**src/hw/hemaia_mem_chip_addr_pkg.sv**
```systemverilog
// HeMAiA memory chip address map
// Address types, local region windows and the decode target encoding

`default_nettype none

package hemaia_mem_chip_addr_pkg;

  typedef logic [7:0] chip_id_t;
  typedef logic [47:0] addr_t;
  typedef logic [39:0] offset_t;

  // Local regions, as offsets below the chip byte
  localparam offset_t MemBaseOffset = 40'h0080000000;
  localparam offset_t ClkCtrlBaseOffset = 40'h0002005000;
  localparam offset_t ClkCtrlEndOffset = 40'h0002006000;

  // 64-bit words, so byte offsets drop three bits
  localparam int unsigned WordByteShift = 3;

  typedef enum logic [1:0] {
    TgtMem     = 2'd0,
    TgtClkCtrl = 2'd1,
    TgtError   = 2'd2
  } target_e;

  // Index width for n entries, never below one bit
  function automatic int unsigned idx_width(input int unsigned n);
    return (n > 1) ? $clog2(n) : 1;
  endfunction

  // Word index must cover both the SRAM words and the divider registers
  function automatic int unsigned word_idx_width(input int unsigned mem_size,
                                                 input int unsigned num_regs);
    int unsigned mem_w;
    int unsigned reg_w;
    mem_w = idx_width(mem_size >> WordByteShift);
    reg_w = idx_width(num_regs);
    return (mem_w > reg_w) ? mem_w : reg_w;
  endfunction

endpackage

`default_nettype wire

```
**src/hw/hemaia_mem_chip_bus_pkg.sv**
```systemverilog
// HeMAiA memory chip bus definitions
// Data word, request opcodes and the clock-divider register file

`default_nettype none

package hemaia_mem_chip_bus_pkg;

  typedef logic [63:0] data_t;

  typedef enum logic {
    OpRead  = 1'b0,
    OpWrite = 1'b1
  } op_e;

  ////////////////////////////////////////////////////////////////////////////
  // Clock divider block
  ////////////////////////////////////////////////////////////////////////////

  typedef logic [7:0] div_t;

  // Generated clocks: SRAM clock first, then the four link clocks
  localparam int unsigned NumClocks = 5;

  localparam div_t DefaultDivision[NumClocks] = '{
    8'd4,
    8'd1,
    8'd1,
    8'd1,
    8'd1
  };

endpackage

`default_nettype wire

```
**src/hw/hemaia_resp_merge.sv**
```systemverilog
// Response stage
// Picks the read word of the accessed target, zeroes write and error data
// and registers the response

`timescale 1ns/1ps
`default_nettype none

module hemaia_resp_merge #(
  parameter int unsigned MemBankNum = 4
) (
  input  logic                              clk_i,
  input  logic                              rst_ni,
  input  logic                              ex_valid_i,
  input  hemaia_mem_chip_bus_pkg::op_e      ex_op_i,
  input  hemaia_mem_chip_addr_pkg::target_e ex_target_i,
  input  logic [hemaia_mem_chip_addr_pkg::idx_width(MemBankNum)-1:0] ex_bank_i,
  input  hemaia_mem_chip_bus_pkg::data_t    ex_bank_rdata_i[MemBankNum],
  input  hemaia_mem_chip_bus_pkg::div_t     ex_div_rdata_i,
  input  logic                              ex_err_i,
  output logic                              rsp_valid_o,
  output hemaia_mem_chip_bus_pkg::data_t    rsp_rdata_o,
  output logic                              rsp_err_o
);
  import hemaia_mem_chip_addr_pkg::*;
  import hemaia_mem_chip_bus_pkg::*;

  data_t rdata_d;
  data_t rdata_q;
  logic  valid_q;
  logic  err_q;

  always_comb begin
    rdata_d = '0;
    if (ex_valid_i && !ex_err_i && (ex_op_i == OpRead)) begin
      case (ex_target_i)
        TgtMem:     rdata_d = ex_bank_rdata_i[ex_bank_i];
        // Division value comes back zero-extended
        TgtClkCtrl: rdata_d = data_t'(ex_div_rdata_i);
        default:    rdata_d = '0;
      endcase
    end
  end

  always_ff @(posedge clk_i) begin
    if (!rst_ni) begin
      valid_q <= 1'b0;
      err_q   <= 1'b0;
    end else begin
      valid_q <= ex_valid_i;
      err_q   <= ex_err_i;
    end
  end

  always_ff @(posedge clk_i) begin
    if (ex_valid_i) begin
      rdata_q <= rdata_d;
    end
  end

  assign rsp_valid_o = valid_q;
  assign rsp_rdata_o = rdata_q;
  assign rsp_err_o   = err_q;

  // Error flag rides along from execute, so it must come with a valid
  err_with_valid_a : assert property (@(posedge clk_i) disable iff (!rst_ni)
    rsp_err_o |-> rsp_valid_o);

endmodule

`default_nettype wire

```
**config.mk**
```make
export PLATFORM = sky130hd
export DESIGN_NAME = hemaia_resp_merge
export DESIGN_NICKNAME = d
export VERILOG_FILES = /design/src/hw/hemaia_mem_chip_addr_pkg.sv /design/src/hw/hemaia_mem_chip_bus_pkg.sv /design/src/hw/hemaia_resp_merge.sv
export SDC_FILE = /design/constraint.sdc
export NUM_CORES = 1
export LEC_CHECK = 0
export BUFFER_PORTS_ARGS = -buffer_cell sky130_fd_sc_hd__buf_2
export CAP_MARGIN = 5
export CORE_AREA = 3 3 129 131
export DETAILED_ROUTE_END_ITERATION = 10
export DIE_AREA = 0 0 132 134
export PLACE_DENSITY_LB_ADDON = 0.15
export SLEW_MARGIN = 10
export SYNTH_ARGS = -nofsm -noshare
export SYNTH_HDL_FRONTEND = slang
export SYNTH_SLANG_ARGS = --single-unit
export TNS_END_PERCENT = 30
```
**constraint.sdc**
```tcl
create_clock -name clk_i -period 1.3 [get_ports clk_i]
set_input_delay 0.13 -clock clk_i [delete_from_list [all_inputs] [get_ports clk_i]]
set_output_delay 0.13 -clock clk_i [all_outputs]
set_load 0.005 [all_outputs]
```
==> results.toml, run 1 <==
[timing]
setup_slack_ns = 0.103
worst_pin_slew_ns = 0.452
hold_violations = 0
rsz0062_at_grt = "false"
final_max_slew_viol_count = 0
setup-violations-final = 0
period_share_pct = 92.0
fmax_mhz = 836
hold_ws_ns = 0.0294
slew_headroom_pct = 69.9
min_period_ns = 1.20
fin_setup_tns_ns = 0

[final_layout]
num_antenna_cells = 0
stdcell_area_um2 = 6370
syn_to_final_growth_pct = 57.9
drive_gt1_share_pct = 75.0
fin_nets = 840
fin_cells = 788

[cts]
cts_buffers = 9
tritoncts = "built"
cts_max_path_buffers = 2
htree_levels = 3
clkSlewWorstSetupHoldPaths_ns = 0.06
clock-root-buffer = "clkbuf_16"
clock_sinks = 66

[global_routing]
overflow = 0
grt_max_degree = 34
antenna_found_initial = 0
track_usage_pct = 15.4
grt_pass1_vias = 3819
grt_pass1_wl_um = 21000

[die]
die_h_um = 134
start_util_pct = 25.7
io_pins = 339
die_area_um2 = 17700
die_w_um = 132
rows = 46
core_area_um2 = 15700

[pwr]
p_leak_uw = 0.00285
powerDensity_nw_per_um2 = 933
irDropWorstVdd_v = 0.000550

[flow_run]
max-cap-violations = 0

[min_path]
holdPathStages = 2
worstHoldPathType = "in2reg"

[status]
status = "completed"

[placed_design]
placed_cells_incl_taps = 771
portBuffers = 338
place_area_um2 = 6080
post-dp-hpwl_um = 11600
dpl_worst_slack_ns = -0.253
gp_congestion = 0.778

[yosys]
synth_common_cells = "64 x edfxtp_1, 60 x mux4_2, 59 x and2_1"
synth_top_cell_area_share_pct = 47.6
netlist_instances = 221
synth_area_per_cell_um2 = 18.3
ys_warn_count = 0
ys_seq_elements = 66
synth_flop_cell = "edfxtp_1"
async_flop_share_pct = 0
synth.net_count = 494
synth_area_leaders = "edfxtp_1 48%, mux4_2 33%, and2_1 9.1%, mux4_1 2.6%, a22o_1 1.7%"
synth.most_common_cell = "edfxtp_1"
synth_cell_types = 13
synth_edf_count = 64
synth_top_cell_by_area = "edfxtp_1"
syn_area_um2 = 4040
ys_seq_area_share_pct = 48.6

[detailed_routing]
drtAntennaViolNets = 0
firstDrtPassIters = 4
wl_per_cell_um = 17.8
viasPerCell = 4.49
wl_um = 14000
vias = 3536
drc = 0
drt_iter0_drc = 123

[setup_path]
cp.arrival_ns = 1.27
crit_slowest_cell = "mux4_1"
crit_required_ns = 1.37
cp_max_fo = 5
max_stage_delay_ns = 0.61
cp-start-kind = "primary input"
crit_top_cell = "buf_4"
end_kind = "flip-flop"
crit_chain = "buf_4 -> buf_4 -> mux4_1 -> a22o_1"
path_class = "in2reg"
==> what timing repair did <==
item | 4_1_cts | 5_1_grt
endpoints found under the setup margin | 0 | 1
hold endpoints to repair | 2 | 0
setup buffers | 0 | 0
gates resized for setup | 0 | 1
hold buffers | 1 | 0
==> sequential cells by signal (all words and copies together), names as in the netlist <==
signal and count:
rsp_rdata_o 64, rsp_valid_o 1, rsp_err_o 1
==> per-layer routing <==
metal | vias to the layer above | share of wire, % | track usage (%)
met5 | - | 0 | 0
met4 | 0 | 2.1 | 5.95
li1 | 1622 | - | -
met2 | 193 | 53 | 27.5
met1 | 1701 | 37 | 17.5
met3 | 20 | 8.5 | 4.39
==> cell type report <==
class,count,area [um^2]
clock buffers,12,236
clock inverters,4,42.5
fillers,1558,9340
multi-input cells,133,1920
flip-flops and latches,66,1960
well taps,216,270
repair buffers,357,1940
==> layout by cell type (no fill, tap or decap), drive strengths merged <==
| cell type | n |
|---|---|
| clkinv | 3 |
| mux4 | 64 |
| clkbuf | 12 |
| nor2b | 1 |
| dlygate4sd3 | 1 |
| nor4b | 1 |
| bufinv | 1 |
| dfxtp | 2 |
| and2 | 59 |
| buf | 356 |
| edfxtp | 64 |
| a22o | 8 |
==> critical path: cells and delay by family <==
family	cells	cell delay (ns)
compound gates	1	0.23
mux	1	0.61
buf+inv	2	0.30
==> report_power, final <==
group | switching [uW] | leakage (uW) | internal (uW)
sequential | 29.0 | 0.000625 | 2450
clock | 853 | 0.000136 | 1470
combinational | 406 | 0.00209 | 738
total | 1290 | 0.00285 | 4660
==> final timing paths <==
check | startpoint | to | slack, ns
max | ex_bank_i[0] | rsp_rdata_o[1]$_SDFFCE_PN0P_ | 0.10
min | ex_err_i | rsp_err_o$_SDFF_PN0_ | 0.03
==> metrics by stage <==
stage	total power, uW	utilization [%]
after floorplan	3030	-
after global routing	6260	40.6
after global placement	3670	38.7
after detailed placement	3690	38.7
after CTS	6080	40.5
final	5950	40.6
==> cell families after synthesis <==
logic type	count (synthesis)	synth area share, %
AOI/OAI and AO/OA	8	1.74
muxes	64	36.1
DFF	66	48.6
and+or+nand+nor	61	9.51
buffers and inverters	22	4.09
No activity file was read; power rests on OpenSTA's default activity.
==> run 2: changes to the inputs <==
Settings changed: BUFFER_PORTS_ARGS -buffer_cell sky130_fd_sc_hd__buf_2 to -buffer_cell sky130_fd_sc_hd__buf_4, CTS_CLUSTER_SIZE from default to 8, SLEW_MARGIN 10 to default.
==> run 2 against run 1 <==
Compared with the run above:
- die area is the same
- combinational power grew 25%
- cell count shrank 0.25%
- routed wire length grew 4.0%
- final area grew 13%
- utilization grew 5.3 points
- sequential power is essentially flat
- non-clock buffer count shrank 2
- critical endpoint is now rsp_rdata_o[50]$_SDFFCE_PN0P_
- largest cell class is now buffers
- largest power group unchanged
==> results.toml, run 2 (synthesized netlist as in run 1, its figures left out) <==
[placed_design]
portBuffers = 338
placed_cells_incl_taps = 769
dpl_worst_slack_ns = -0.251
post-dp-hpwl_um = 12000
gp_congestion = 0.741

[cts]
clkSlewWorstSetupHoldPaths_ns = 0.06
cts_max_path_buffers = 2
clock-root-buffer = "clkbuf_16"
clock_sinks = 66
cts_buffers = 9
tritoncts = "built"
htree_levels = 3

[setup_path]
path_class = "in2reg"
crit_top_cell = "buf_12"
crit_buf_inv = 3
cp.arrival_ns = 1.27
end_kind = "flip-flop"
startpoint = "ex_bank_i[0]"
crit_required_ns = 1.38
crit_chain = "buf_4 -> buf_12 -> buf_12 -> mux4_2 -> and2_1"
cp_top_family = "multiplexers"
cp-start-kind = "primary input"
max_stage_delay_ns = 0.49
cp_max_fo = 17
crit_slowest_cell = "mux4_2"

[detailed_routing]
vias = 3499
viasPerCell = 4.45
wl_per_cell_um = 18.6
dr_wl_met2_um = 7830
drt_iter0_drc = 160
top_layer = "met4"
wl_um = 14600
drtAntennaViolNets = 0
wl_met3_um = 1150
wl_met1_um = 5220
firstDrtPassIters = 4
drc = 0

[pwr]
irDropWorstVdd_v = 0.000542
p_leak_uw = 0.00313
powerDensity_nw_per_um2 = 868

[global_routing]
grt_max_degree = 35
overflow = 0
track_usage_pct = 16.1
antenna_found_initial = 0
grt_pass1_vias = 3831
grt_pass1_wl_um = 21700

[timing]
final_max_slew_viol_count = 0
worst_pin_slew_ns = 0.465
min_period_ns = 1.19
setup-violations-final = 0
hold_violations = 0
period_share_pct = 91.5
rsz0062_at_grt = "false"
setup_slack_ns = 0.111
fmax_mhz = 841
slew_headroom_pct = 69.0

[die]
io_pins = 339
die_w_um = 132
core_area_um2 = 15700
die_area_um2 = 17700
rows = 46
start_util_pct = 25.7
die_h_um = 134

[final_layout]
num_antenna_cells = 0
fin_util_pct = 45.9
fin_cells = 786
largest_reg_flops = 64
syn_to_final_growth_pct = 78.6
final_common_cell = "buf_4"
fin_nets = 838
final_cell_mix = "346 x buf_4, 64 x edfxtp_1, 60 x mux4_2"
drive_gt1_share_pct = 75.6

[min_path]
min_from = "ex_err_i"
worstHoldPathType = "in2reg"

[flow_run]
max-cap-violations = 0

[status]
status = "completed"
==> run 2: final cells by class <==
cell class | instances | area [um^2]
repair buffers | 355 | 2770
clock buffers | 12 | 267
fillers | 1459 | 8500
multi-input cells | 133 | 1920
clock inverters | 4 | 25.0
well taps | 216 | 270
flip-flops and latches | 66 | 1960
==> run 2: worst paths after layout <==
path	to	cells after the start	slack [ns]
max	rsp_rdata_o[50]$_SDFFCE_PN0P_	5	0.11
min	rsp_err_o$_SDFF_PN0_	2	0.02
==> run 2: per-layer routing <==
metal	GRT usage (%)	up-vias
met5	0	-
met4	7.00	0
met3	4.46	23
met2	28.8	193
met1	17.9	1667
li1	-	1616
==> run 2: per-stage QoR <==
| stage | hold slack (ns) | TNS (ns) | power [uW] | area, um^2 |
|---|---|---|---|---|
| after floorplan | 0.242 | -0.0329 | 3030 | 4070 |
| after global placement | 0.348 | -10.77 | 3970 | 6910 |
| after detailed placement | 0.349 | -12.30 | 3980 | 6910 |
| after CTS | 0.00586 | 0 | 6370 | 7210 |
| after global routing | 0.0126 | 0 | 6560 | 7210 |
| final | 0.0233 | 0 | 6260 | 7210 |
==> run 2: what timing repair did <==
item,CTS,global route
hold buffers,1,0
hold endpoints to repair,1,0
setup buffers,0,0
resized for setup,0,0
==> run 2: where the power goes <==
group	internal (uW)	switching, uW
combinational	1020	409
sequential	2450	33.9
clock	1440	903
total	4910	1350
