## config.mk

```make
export PLATFORM = sky130hd
export DESIGN_NAME = hemaia_addr_decode_flat
export DESIGN_NICKNAME = d
export VERILOG_FILES = /design/src/hw/hemaia_mem_chip_addr_pkg.sv /design/src/hw/hemaia_mem_chip_bus_pkg.sv /design/src/hw/hemaia_mem_req_if.sv /design/src/hw/hemaia_addr_decode.sv /design/src/flat_wrapper.sv
export SDC_FILE = /design/constraint.sdc
export NUM_CORES = 1
export LEC_CHECK = 0
export BUFFER_PORTS_ARGS = -buffer_cell sky130_fd_sc_hd__buf_2
export CORE_MARGIN = 2
export CORE_UTILIZATION = 40
export DETAILED_ROUTE_END_ITERATION = 8
export PLACE_DENSITY = 0.77
export SETUP_SLACK_MARGIN = 0.5
export SYNTH_ARGS = -nofsm -noshare
export SYNTH_HDL_FRONTEND = slang
export SYNTH_SLANG_ARGS = --single-unit
```

## constraint.sdc

```tcl
create_clock -name clk_i -period 2.8 [get_ports clk_i]
set_input_delay 0.28 -clock clk_i [delete_from_list [all_inputs] [get_ports clk_i]]
set_output_delay 0.28 -clock clk_i [all_outputs]
set_load 0.02 [all_outputs]
```

## src/hw/hemaia_mem_chip_addr_pkg.sv

```systemverilog
// HeMAiA memory chip address map
// Address types, local region windows and the decode target encoding

`default_nettype none

package hemaia_mem_chip_addr_pkg;

  typedef logic [7:0] chip_id_t;
  typedef logic [47:0] addr_t;
  typedef logic [39:0] offset_t;

  // Local regions, as offsets below the chip byte
  localparam offset_t MemBaseOffset = 40'h0080000000;
  localparam offset_t ClkCtrlBaseOffset = 40'h0002005000;
  localparam offset_t ClkCtrlEndOffset = 40'h0002006000;

  // 64-bit words, so byte offsets drop three bits
  localparam int unsigned WordByteShift = 3;

  typedef enum logic [1:0] {
    TgtMem     = 2'd0,
    TgtClkCtrl = 2'd1,
    TgtError   = 2'd2
  } target_e;

  // Index width for n entries, never below one bit
  function automatic int unsigned idx_width(input int unsigned n);
    return (n > 1) ? $clog2(n) : 1;
  endfunction

  // Word index must cover both the SRAM words and the divider registers
  function automatic int unsigned word_idx_width(input int unsigned mem_size,
                                                 input int unsigned num_regs);
    int unsigned mem_w;
    int unsigned reg_w;
    mem_w = idx_width(mem_size >> WordByteShift);
    reg_w = idx_width(num_regs);
    return (mem_w > reg_w) ? mem_w : reg_w;
  endfunction

endpackage

`default_nettype wire

```

## src/hw/hemaia_mem_chip_bus_pkg.sv

```systemverilog
// HeMAiA memory chip bus definitions
// Data word, request opcodes and the clock-divider register file

`default_nettype none

package hemaia_mem_chip_bus_pkg;

  typedef logic [63:0] data_t;

  typedef enum logic {
    OpRead  = 1'b0,
    OpWrite = 1'b1
  } op_e;

  ////////////////////////////////////////////////////////////////////////////
  // Clock divider block
  ////////////////////////////////////////////////////////////////////////////

  typedef logic [7:0] div_t;

  // Generated clocks: SRAM clock first, then the four link clocks
  localparam int unsigned NumClocks = 5;

  localparam div_t DefaultDivision[NumClocks] = '{
    8'd4,
    8'd1,
    8'd1,
    8'd1,
    8'd1
  };

endpackage

`default_nettype wire

```

## src/hw/hemaia_mem_req_if.sv

```systemverilog
// Decoded request link
// Carries one classified request from the decode stage to the execute stage

`timescale 1ns/1ps
`default_nettype none

interface hemaia_mem_req_if #(
  parameter int unsigned IdxWidth = 9
);
  import hemaia_mem_chip_addr_pkg::*;
  import hemaia_mem_chip_bus_pkg::*;

  logic                valid;
  op_e                 op;
  target_e             target;
  // Word offset inside the selected target
  logic [IdxWidth-1:0] word_index;
  data_t               wdata;

  modport decode_mp (
    output valid,
    output op,
    output target,
    output word_index,
    output wdata
  );

  modport exec_mp (
    input valid,
    input op,
    input target,
    input word_index,
    input wdata
  );

endinterface

`default_nettype wire

```

## src/hw/hemaia_addr_decode.sv

```systemverilog
// Address decode stage
// Captures the chip ID during reset and classifies each request against
// the local map, then registers it towards the execute stage

`timescale 1ns/1ps
`default_nettype none

module hemaia_addr_decode #(
  parameter int unsigned MemSize = 32'h1000
) (
  input  logic                               clk_i,
  input  logic                               rst_ni,
  input  hemaia_mem_chip_addr_pkg::chip_id_t chip_id_i,
  input  logic                               req_valid_i,
  input  hemaia_mem_chip_bus_pkg::op_e       req_op_i,
  input  hemaia_mem_chip_addr_pkg::addr_t    req_addr_i,
  input  hemaia_mem_chip_bus_pkg::data_t     req_wdata_i,
  hemaia_mem_req_if.decode_mp                req_o
);
  import hemaia_mem_chip_addr_pkg::*;
  import hemaia_mem_chip_bus_pkg::*;

  localparam int unsigned IdxWidth = word_idx_width(MemSize, NumClocks);

  chip_id_t            chip_id_q;
  offset_t             offset;
  offset_t             mem_rel;
  offset_t             clk_rel;
  logic                local_hit;
  logic                mem_hit;
  logic                clk_hit;
  logic                div_in_range;
  target_e             target_d;
  logic [IdxWidth-1:0] idx_d;

  logic                valid_q;
  op_e                 op_q;
  target_e             target_q;
  logic [IdxWidth-1:0] idx_q;
  data_t               wdata_q;

  // Chip ID follows the pins while reset is held
  always_ff @(posedge clk_i) begin
    if (!rst_ni) begin
      chip_id_q <= chip_id_i;
    end
  end

  ////////////////////////////////////////////////////////////////////////////
  // Local address map
  ////////////////////////////////////////////////////////////////////////////

  assign offset       = req_addr_i[39:0];
  assign local_hit    = (req_addr_i[47:40] == chip_id_q);
  assign mem_rel      = offset - MemBaseOffset;
  assign clk_rel      = offset - ClkCtrlBaseOffset;
  assign mem_hit      = (offset >= MemBaseOffset) && (mem_rel < offset_t'(MemSize));
  assign clk_hit      = (offset >= ClkCtrlBaseOffset) && (offset < ClkCtrlEndOffset);
  assign div_in_range = (clk_rel >> WordByteShift) < offset_t'(NumClocks);

  // Remote chips, link control and holes all fall through to the error target
  always_comb begin
    target_d = TgtError;
    idx_d    = '0;
    if (local_hit && mem_hit) begin
      target_d = TgtMem;
      idx_d    = IdxWidth'(mem_rel >> WordByteShift);
    end else if (local_hit && clk_hit && div_in_range) begin
      target_d = TgtClkCtrl;
      idx_d    = IdxWidth'(clk_rel >> WordByteShift);
    end
  end

  always_ff @(posedge clk_i) begin
    if (!rst_ni) begin
      valid_q <= 1'b0;
    end else begin
      valid_q <= req_valid_i;
    end
  end

  always_ff @(posedge clk_i) begin
    if (req_valid_i) begin
      op_q     <= req_op_i;
      target_q <= target_d;
      idx_q    <= idx_d;
      wdata_q  <= req_wdata_i;
    end
  end

  assign req_o.valid      = valid_q;
  assign req_o.op         = op_q;
  assign req_o.target     = target_q;
  assign req_o.word_index = idx_q;
  assign req_o.wdata      = wdata_q;

  valid_target_known_a : assert property (@(posedge clk_i) disable iff (!rst_ni)
    req_o.valid |-> !$isunknown(req_o.target));

endmodule

`default_nettype wire

```

## src/flat_wrapper.sv

```systemverilog
// flat-port wrapper written by rule: the top's interface ports become plain ports
module hemaia_addr_decode_flat import hemaia_mem_chip_addr_pkg::*; import hemaia_mem_chip_bus_pkg::*;
#(
  parameter int unsigned MemSize = 32'h1000
)
  (clk_i, rst_ni, chip_id_i, req_valid_i, req_op_i, req_addr_i, req_wdata_i, req_o_valid, req_o_op, req_o_target, req_o_word_index, req_o_wdata);
  hemaia_mem_req_if req_o_i ();
  input  logic clk_i;
  input  logic rst_ni;
  input  hemaia_mem_chip_addr_pkg::chip_id_t chip_id_i;
  input  logic req_valid_i;
  input  hemaia_mem_chip_bus_pkg::op_e req_op_i;
  input  hemaia_mem_chip_addr_pkg::addr_t req_addr_i;
  input  hemaia_mem_chip_bus_pkg::data_t req_wdata_i;
  output wire logic [$bits(req_o_i.valid)-1:0] req_o_valid;
  output wire logic [$bits(req_o_i.op)-1:0] req_o_op;
  output wire logic [$bits(req_o_i.target)-1:0] req_o_target;
  output wire logic [$bits(req_o_i.word_index)-1:0] req_o_word_index;
  output wire logic [$bits(req_o_i.wdata)-1:0] req_o_wdata;
  assign req_o_valid = req_o_i.valid;
  assign req_o_op = req_o_i.op;
  assign req_o_target = req_o_i.target;
  assign req_o_word_index = req_o_i.word_index;
  assign req_o_wdata = req_o_i.wdata;
  hemaia_addr_decode #(.MemSize(MemSize)) u_core (.clk_i(clk_i), .rst_ni(rst_ni), .chip_id_i(chip_id_i), .req_valid_i(req_valid_i), .req_op_i(req_op_i), .req_addr_i(req_addr_i), .req_wdata_i(req_wdata_i), .req_o(req_o_i));
endmodule
```

==> results of run 1 <==
-- synthesized netlist by cell type, types with 2 or more instances --
cell,instances
xor2_1,9
nor4_1,4
edfxtp_1,84
nand3_1,3
nor3b_1,2
ha_1,2
nor3_1,4
nor2_1,8
inv_1,4
a21oi_1,2
and2_1,10
nor4b_1,3
nand2_1,4
o21ai_0,3
-- worst min path at each step --
stage                    startpoint                      to  cells after the start
global placement       chip_id_i[1]     u_core.chip_id_q[1]                      1
floorplan              chip_id_i[0]     u_core.chip_id_q[0]                      0
detailed placement     chip_id_i[1]     u_core.chip_id_q[1]                      1
finish               req_wdata_i[3]   u_core.req_o.wdata[3]                      1
global route         req_wdata_i[2]   u_core.req_o.wdata[2]                      1
CTS                 req_wdata_i[31]  u_core.req_o.wdata[31]                      1
-- power by group --
group	switching, mW	internal (mW)
sequential	0.0221	1.50
clock	0.492	0.353
combinational	0.204	0.130
total	0.718	1.98
-- flip-flops by register name (all words and copies together) (netlist names) --
signal	count
u_core.req_o.valid	1
u_core.req_o.op	1
u_core.req_o.target	2
u_core.req_o.wdata	64
u_core.req_o.word_index	9
u_core.chip_id_q	8
-- kinds of logic (layout without fill, tap and decap cells) --
kind of cell,after synthesis,in the layout,synth area share (%)
DFF,85,85,83.0
and+or+nand+nor,47,47,10.0
AOI/OAI and AO/OA,11,11,2.49
xor gates and xnor gates,10,10,2.86
buffers and inverters,4,217,0.490
adders and majority gates,2,2,0.817
muxes,1,1,0.327
other,0,1,0
-- critical path, stage by stage, from the launching register on --
cell      delay (ns)
edfxtp_1        0.39
xor2_1          0.17
nor4_1          0.33
nand4_1         0.18
a311oi_1        0.38
a41o_2          0.33
and2_1          0.16
-- through the flow --
stage / std cells / worst slack (ns) / utilization [%]
2_1_floorplan: 160 / 1.03 / -
3_3_place_gp: 456 / 0.704 / 57.0
3_5_place_dp: 456 / 0.641 / 57.0
4_1_cts: 472 / 0.666 / 59.7
5_1_grt: 473 / 0.505 / 59.7
6_report: 473 / 0.734 / 59.7
-- final cells by class --
cell class	count	area (um2)	share of cell area (%)
antenna	1	2.50	0.0572
clock buffer	9	124	2.83
tap	99	124	2.83
clock inverter	7	75.1	1.72
sequential	85	2540	58.1
inverter	4	15.0	0.343
timing repair buffer	197	988	22.6
multi-input combinational	71	505	11.5
-- routing by layer --
metal | routed length, um | part of all wire (%) | vias to the layer above | global-route usage [%]
met2 | 3650 | 52 | 117 | 29.1
li1 | - | - | 1043 | -
met5 | 0 | 0 | - | 0
met4 | 143 | 2.0 | 0 | 7.58
met3 | 624 | 8.8 | 9 | 5.89
met1 | 2640 | 37 | 983 | 19.4
==> out/qor.txt, run 1 <==
Routed len/inst - 14.9 um
Critical path class - flop to flop
Longest Clk Path Bufs - 2
Initial Utilization - 41.8%
Tot GR Track Use - 17.1%
# hold bufs at CTS - 0
Max Clock Skew - 0.00837 ns
Required time of the critical path - 3.02 ns
CP Launch Point - u_core.chip_id_q[4]
Asr flop ratio synth - 0%
Port Buf Inserts - 197
I/O pins - 201
Routed via count - 2152
Initial antenna violation count - 1
Total Neg Setup Slack - 0 ns
Number of synthesized register bits - 85
# Max-Cap Violations - 0
Finished layout cell area - 0.00438 mm2
GR Overflow Total - 0
RSZ-0062 raised after global routing - false
Post-CTS setup buffers - 0
Die width - 91.5 um
Gpl congestion - 0.781
Worst setup EP type - flop
Worst-Margin Slew - 0.912 ns
Die Y - 91.5 um
Yosys cell types - 32
Largest net degree at the start of global routing - 78
Max Slew Vio Count - 0
CTS buffer count - 9
Syn-to-layout area delta - 42.9%
Synthesized cell area - 0.00306 mm2
Startpoint types - flop
ANT nets after route - 0
Nets - 494
Arr. time, crit path - 2.28 ns
Syn avg cell area - 19.1 um2
R2r worst-path depth - 6
Clk root buf - clkbuf_8
Rows - 31
Share of layout cells above drive strength 1 - 58.4%
R2R setup slack - 0.73 ns
Final Cycle Share - 73.8%
RR Startpoint - u_core.chip_id_q[4]
Synth top area share - 82.4%
Commonest non-fill, non-tap cell in the layout - buf_2
Tmin final - 2.07 ns
Crit path max fanout - 10
Post-Synthesis Cells - 160
First-pass GRT wire length - 10.6 mm
Cell taking the most area after synthesis - edfxtp_1
Post-DP HPWL - 5.54 mm
Worst vdd ir - 331 uV
H-tree depth - 3
Iteration count of the initial detailed-routing pass - 4
Static Leak - 1.90 nW
Pwr Density - 616 mW/mm2
Core area - 0.00733 mm2
Final wirelength - 7.06 mm
Design Power - 2.70 mW
Clk_lat worst skew - 0.35 ns
TritonCTS clock tree - yes
Post-synth EDFFs - 84
Vias per cell - 4.55
Post-DP Area - 0.00418 mm2
Seq/Total Area, Yosys - 83.0%
Setup Viol. Count Final - 0
Fillcell total - 595
Status - finished clean
Die area - 0.00837 mm2
Hold Vio Cnt, Final - 0
Syn nets - 286
Most frequent cells in the layout - 196 x buf_2, 84 x edfxtp_1, 10 x and2_1, 9 x xor2_1, 9 x clkbuf_8
Synth warn - 0
Clock Sinks - 85
R2R Path End - u_core.req_o.word_index[1]
Clock transition at path regs - 0.11 ns
PostCTS Resize Cnt - 0
Drc violations - 0
Worst hold slack - 0.0845 ns
Vias in the first global route - 2105
Initial DRC Count - 93
Fmax - 0.484 GHz
Synth area leaders - edfxtp_1 82%, xor2_1 2.6%, and2_1 2.0%, nor2_1 0.98%, nor4b_1 0.86%
Critical Path Sink - u_core.req_o.word_index[1]
Main synth FF type - edfxtp_1
Min-delay worst type - input port to flop
Slew HR - 39.2%
No activity file was read; power rests on OpenSTA's default activity.
==> inputs of run 2 (changes only) <==
==> constraint.sdc (replaced) <==
create_clock -name clk_i -period 1.95 [get_ports clk_i]
set_input_delay 0.195 -clock clk_i [delete_from_list [all_inputs] [get_ports clk_i]]
set_output_delay 0.195 -clock clk_i [all_outputs]
set_load 0.02 [all_outputs]
==> out/qor.txt, run 2 (synthesis results as in run 1) <==
TritonCTS clock tree - yes
Iteration count of the initial detailed-routing pass - 4 (unchanged)
Post-DP HPWL - 5.80 mm (+4.6%)
Gpl congestion - 0.801 (+2.6%)
Post-CTS setup buffers - 0 (unchanged)
Clock Sinks - 85 (unchanged)
First-pass GRT wire length - 10.7 mm (+0.85%)
RSZ-0062 raised after global routing - true
Worst hold slack - 0.0169 ns (-0.0677 ns)
Clk_lat worst skew - 0.34 ns (about the same)
Max Clock Skew - 0.00287 ns (-0.00551 ns)
Share of layout cells above drive strength 1 - 56.2% (-2.3 points)
Setup ws final - -0.0688 ns (-0.803 ns)
Initial DRC Count - 90 (-3.2%)
CP top delay family - compound AO/OA/AOI/OAI gates
Clock share of power - 31.3% (about the same)
Hold Vio Cnt, Final - 0 (unchanged)
Clock transition at path regs - 0.09 ns (-0.02 ns)
GR Overflow Total - 0 (unchanged)
Drc violations - 0 (unchanged)
Critical path class - flop to flop
Largest register FFs - 64 (unchanged)
Slew HR - 64.0% (+25 points)
Sequential share of power - 55.0% (-1.3 points)
Pre-CTS setup slack - -0.102 ns (-0.743 ns)
Combinational Power Share - 13.7% (+1.3 points)
Largest net degree at the start of global routing - 44 (-44%)
Tmin final - 2.02 ns (-0.0468 ns)
Final wirelength - 7.93 mm (+12%)
Most frequent cells in the layout - 196 x buf_2, 84 x edfxtp_1, 26 x dlygate4sd3_1
Arr. time, crit path - 2.24 ns (-0.04 ns)
Routed len/inst - 15.7 um (+5.2%)
Failing checks - setup timing
Worst setup EP type - flop
Worst vdd ir - 379 uV (+14%)
ANT nets after route - 0 (unchanged)
Worst-Margin Slew - 0.541 ns (-0.372 ns)
Min-delay worst type - input port to flop
Initial antenna violation count - 0 (-1)
Vias per cell - 4.67 (+2.5%)
Pwr Density - 839 mW/mm2 (+36%)
Fillcell total - 566 (-4.9%)
Startpoint types - flop
Status - finished, violations left
Longest Clk Path Bufs - 2 (unchanged)
Initial Utilization - 41.8% (unchanged)
Commonest non-fill, non-tap cell in the layout - buf_2
Int Power - 2.98 mW (+51%)
I/O pins - 201 (unchanged)
Rows - 31 (unchanged)
Sw Ratio - 24.8% (-1.8 points)
Port Buf Inserts - 197 (unchanged)
Core area - 0.00733 mm2 (unchanged)
Die width - 91.5 um (unchanged)
Max Slew Vio Count - 0 (unchanged)
Die Y - 91.5 um (unchanged)
# Max-Cap Violations - 0 (unchanged)
Required time of the critical path - 2.17 ns (-0.85 ns)
N_diodes - 0 (-1)
Crit path max fanout - 5 (-5)
Switching Power - 984 uW (+37%)
Die area - 0.00837 mm2 (unchanged)
Final Cycle Share - 104% (+30 points)
Tot GR Track Use - 17.4% (+0.26 points)
Static Leak - 2.06 nW (+8.8%)
Fmax - 0.495 GHz (+2.3%)
Nets - 527 (+6.7%)
CP max-delay cell - edfxtp_1
Clk root buf - clkbuf_8
Critical path buffer and inverter count - 1 (+1)
Routed via count - 2356 (+9.5%)
Setup Viol. Count Final - 10 (+10)
Crit path cell chain - xor2_1 > nor4_1 > buf_4 > nand4_1 > a311oi_2 > a41o_2 > and2_4
Syn-to-layout area delta - 54.4%
H-tree depth - 3 (unchanged)
CTS buffer count - 9 (unchanged)
CP peak stage delay - 0.38 ns (about the same)
Vias in the first global route - 2117 (+0.57%)
## run 2: layout make-up
type | instances | area (um2) | share of cell area, %
inverters | 4 | 15.0 | 0.318
flip-flops and latches | 85 | 2540 | 53.8
clock buffers | 10 | 128 | 2.70
clock inverters | 6 | 71.3 | 1.51
multi-input cells | 72 | 542 | 11.5
well taps | 99 | 124 | 2.62
repair buffers | 229 | 1310 | 27.6
## run 2: timing repair
| action | CTS | global route |
|---|---|---|
| setup endpoints to repair | 11 | 11 |
| pin swaps | 4 | 4 |
| cloned | 1 | 0 |
| hold endpoints to repair | 0 | 26 |
| gates resized for setup | 2 | 3 |
| hold buffers | 0 | 26 |
## run 2: layer usage
metal | routed length (um) | track usage (%) | up-vias
met4 | 120 | 7.20 | 0
met3 | 671 | 6.06 | 14
li1 | - | - | 1113
met1 | 3020 | 19.7 | 1082
met2 | 4110 | 29.7 | 147
met5 | 0 | 0 | -
## run 2: through the flow
stage                     util, %  area (um2)  setup TNS, ns  instances  total power [mW]
after floorplan                 -        3070              0        160              2.43
after global placement       57.8        4240         -0.338        462              2.70
after detailed placement     57.8        4240         -0.603        462              2.72
after CTS                    60.8        4460         -0.671        479              3.94
after global routing         64.5        4730          -1.71        505              4.12
final                        64.5        4730         -0.533        505              3.97
## run 2: power groups by stage
stage	clock, mW	combinational [mW]	sequential (mW)
floorplan	0	0.0465	2.38
global placement	0	0.487	2.22
finish	1.24	0.543	2.18
CTS	1.25	0.501	2.18
global route	1.35	0.579	2.19
detailed placement	0	0.498	2.22
## run 2: path summary, 6_finish.rpt
kind,from,end,slack [ns],cells past startpoint
min,req_wdata_i[49],u_core.req_o.wdata[49],0.02,1
max reg2reg,u_core.chip_id_q[4],u_core.req_o.word_index[8],-0.07,7
min reg2reg,u_core.chip_id_q[7],u_core.req_o.target[0],1.06,5
max,u_core.chip_id_q[4],u_core.req_o.word_index[8],-0.07,7
## run 2: worst reg2reg max path, stage by stage, from the launching register on
cell,delay (ns)
edfxtp_1,0.38
xor2_1,0.17
nor4_1,0.26
buf_4,0.16
nand4_1,0.13
a311oi_2,0.32
a41o_2,0.32
and2_4,0.15
==> inputs of run 3 (changes only) <==
--- a/config.mk
+++ b/config.mk
@@ -6,10 +6,12 @@
 export NUM_CORES = 1
 export LEC_CHECK = 0
 export BUFFER_PORTS_ARGS = -buffer_cell sky130_fd_sc_hd__buf_2
+export CELL_PAD_IN_SITES_DETAIL_PLACEMENT = 1
+export CELL_PAD_IN_SITES_GLOBAL_PLACEMENT = 2
 export CORE_MARGIN = 2
-export CORE_UTILIZATION = 40
+export CORE_UTILIZATION = 28
 export DETAILED_ROUTE_END_ITERATION = 8
-export PLACE_DENSITY = 0.77
+export PLACE_DENSITY_LB_ADDON = 0.1
 export SETUP_SLACK_MARGIN = 0.5
 export SYNTH_ARGS = -nofsm -noshare
 export SYNTH_HDL_FRONTEND = slang
==> constraint.sdc (replaced) <==
create_clock -name clk_i -period 2.5 [get_ports clk_i]
set_input_delay 0.25 -clock clk_i [delete_from_list [all_inputs] [get_ports clk_i]]
set_output_delay 0.25 -clock clk_i [all_outputs]
set_load 0.02 [all_outputs]
==> out/qor.txt, run 3 (synthesis results as in run 1) <==
Core area - 0.0107 mm2 (+47%)
Most frequent cells in the layout - 196 x buf_2, 84 x edfxtp_1, 10 x clkbuf_8, 9 x xor2_1
Pwr Density - 665 mW/mm2 (-21%)
Drc violations - 0 (unchanged)
TritonCTS clock tree - yes
CTS buffer count - 9 (unchanged)
Worst-Margin Slew - 0.525 ns (-0.0159 ns)
Total Neg Setup Slack - 0 ns (+0.533 ns)
Design Power - 2.97 mW (-25%)
Critical path buffer and inverter count - 1 (unchanged)
Post-DP Area - 0.00425 mm2 (+0.24%)
Iteration count of the initial detailed-routing pass - 5 (+1)
Tmin final - 1.98 ns (-0.0345 ns)
Fin util - 41.6% (-23 points)
Vias in the first global route - 2236 (+5.6%)
Longest Clk Path Bufs - 2 (unchanged)
Critical path class - flop to flop
Hold Vio Cnt, Final - 0 (unchanged)
Clk_lat worst skew - 0.35 ns (about the same)
CP peak stage delay - 0.39 ns (about the same)
Clock transition at path regs - 0.09 ns (about the same)
Crit path max fanout - 5 (unchanged)
CP max-delay cell - edfxtp_1
Initial Utilization - 28.5% (-13 points)
Largest register FFs - 64 (unchanged)
Rows - 38 (+23%)
Required time of the critical path - 2.61 ns (+0.44 ns)
GR Overflow Total - 0 (unchanged)
Final Cycle Share - 79.4% (-24 points)
Max Slew Vio Count - 0 (unchanged)
Slew HR - 65.0% (+1.1 points)
Worst vdd ir - 279 uV (-26%)
Share of layout cells above drive strength 1 - 60.3% (+4.2 points)
Finished layout cell area - 0.00447 mm2 (-5.5%)
Crit path cell chain - xor2_1 > nor4_2 > nand4_1 > a311oi_2 > a41o_2 > inv_2
Worst setup EP type - flop
Arr. time, crit path - 2.09 ns (-0.15 ns)
Min-delay worst type - input port to flop
Gpl congestion - 0.781 (-2.5%)
Nets - 499 (-5.3%)
RSZ-0062 raised after global routing - true
Clk root buf - clkbuf_8
CP top delay family - compound AO/OA/AOI/OAI gates
Clock Sinks - 85 (unchanged)
# Max-Cap Violations - 0 (unchanged)
Setup Viol. Count Final - 0 (-10)
Initial DRC Count - 103 (+14%)
Static Leak - 1.92 nW (-7.0%)
First-pass GRT wire length - 12.0 mm (+12%)
Die area - 0.0118 mm2 (+41%)
Post-DP HPWL - 6.49 mm (+12%)
Max Clock Skew - 0.0141 ns (+0.0113 ns)
Vias per cell - 4.27 (-8.4%)
Die width - 109 um (+19%)
I/O pins - 201 (unchanged)
Final wirelength - 8.13 mm (+2.5%)
Die Y - 109 um (+19%)
Tot GR Track Use - 14.0% (-3.4 points)
Routed len/inst - 15.7 um (about the same)
Syn-to-layout area delta - 45.8%
Startpoint types - flop
ANT nets after route - 0 (unchanged)
Status - finished clean
Routed via count - 2214 (-6.0%)
H-tree depth - 3 (unchanged)
Largest net degree at the start of global routing - 42 (-4.5%)
N_diodes - 0 (unchanged)
Port Buf Inserts - 197 (unchanged)
Fmax - 0.504 GHz (+1.7%)
Initial antenna violation count - 0 (unchanged)
Commonest non-fill, non-tap cell in the layout - buf_2
run 3: cell count changes in the layout (fill, tap and decap cells not counted), sizes merged:
cell	delta
dlygate4sd3	-26
buf	-2
clkinv	+2
bufinv	-1
clkbuf	+1
clkinvlp	-1
inv	-1
run 3: metrics by stage:
stage          worst slack (ns)  cells  hold slack, ns
3_5_place_dp              0.364    500           0.428
2_1_floorplan             0.742    160           0.349
6_report                  0.516    518          0.0612
5_1_grt                   0.367    518          0.0377
3_3_place_gp              0.385    500           0.426
4_1_cts                   0.500    517          0.0392
run 3: power by group:
group | total [mW] | internal, mW | switching (mW)
Clock | 0.883 | 0.391 | 0.492
Combinational | 0.390 | 0.149 | 0.241
Sequential | 1.70 | 1.68 | 0.0227
run 3: area by class of cell:
cell class / count / area [um2]
Multi-Input combinational cell: 72 / 539
Tap cell: 140 / 175
Inverter: 4 / 15.0
Timing Repair Buffer: 201 / 1020
Clock inverter: 5 / 35.0
Fill cell: 1190 / 6280
Sequential cell: 85 / 2540
Clock buffer: 11 / 141
run 3: worst reg2reg max path, stage by stage, from the launching register on:
cell,delay [ns]
edfxtp_1,0.39
xor2_1,0.16
nor4_2,0.30
nand4_1,0.18
a311oi_2,0.37
a41o_2,0.31
inv_2,0.04
run 3: path summary, 6_finish.rpt:
kind,startpoint,to,slack [ns],cells after the start
worst max register to register,u_core.chip_id_q[2],u_core.req_o.target[1],0.52,6
worst max-delay path,u_core.chip_id_q[2],u_core.req_o.target[1],0.52,6
worst min register to register,u_core.chip_id_q[1],u_core.req_o.target[0],1.14,5
worst min-delay path,chip_id_i[2],u_core.chip_id_q[2],0.06,1
run 3: timing repair:
item | in CTS | in global routing
setup buffers | 0 | 1
pin swaps | 8 | 13
gates resized for setup | 3 | 4
setup endpoints to repair | 10 | 10
hold buffers | 0 | 0
gates cloned | 1 | 0
run 3: per-layer routing:
layer	global-route usage [%]	vias to the layer above	routed length, um
li1	-	1053	-
met1	16.5	1033	3300
met2	23.3	113	3970
met3	4.82	15	711
met4	5.68	0	155
met5	0	-	0
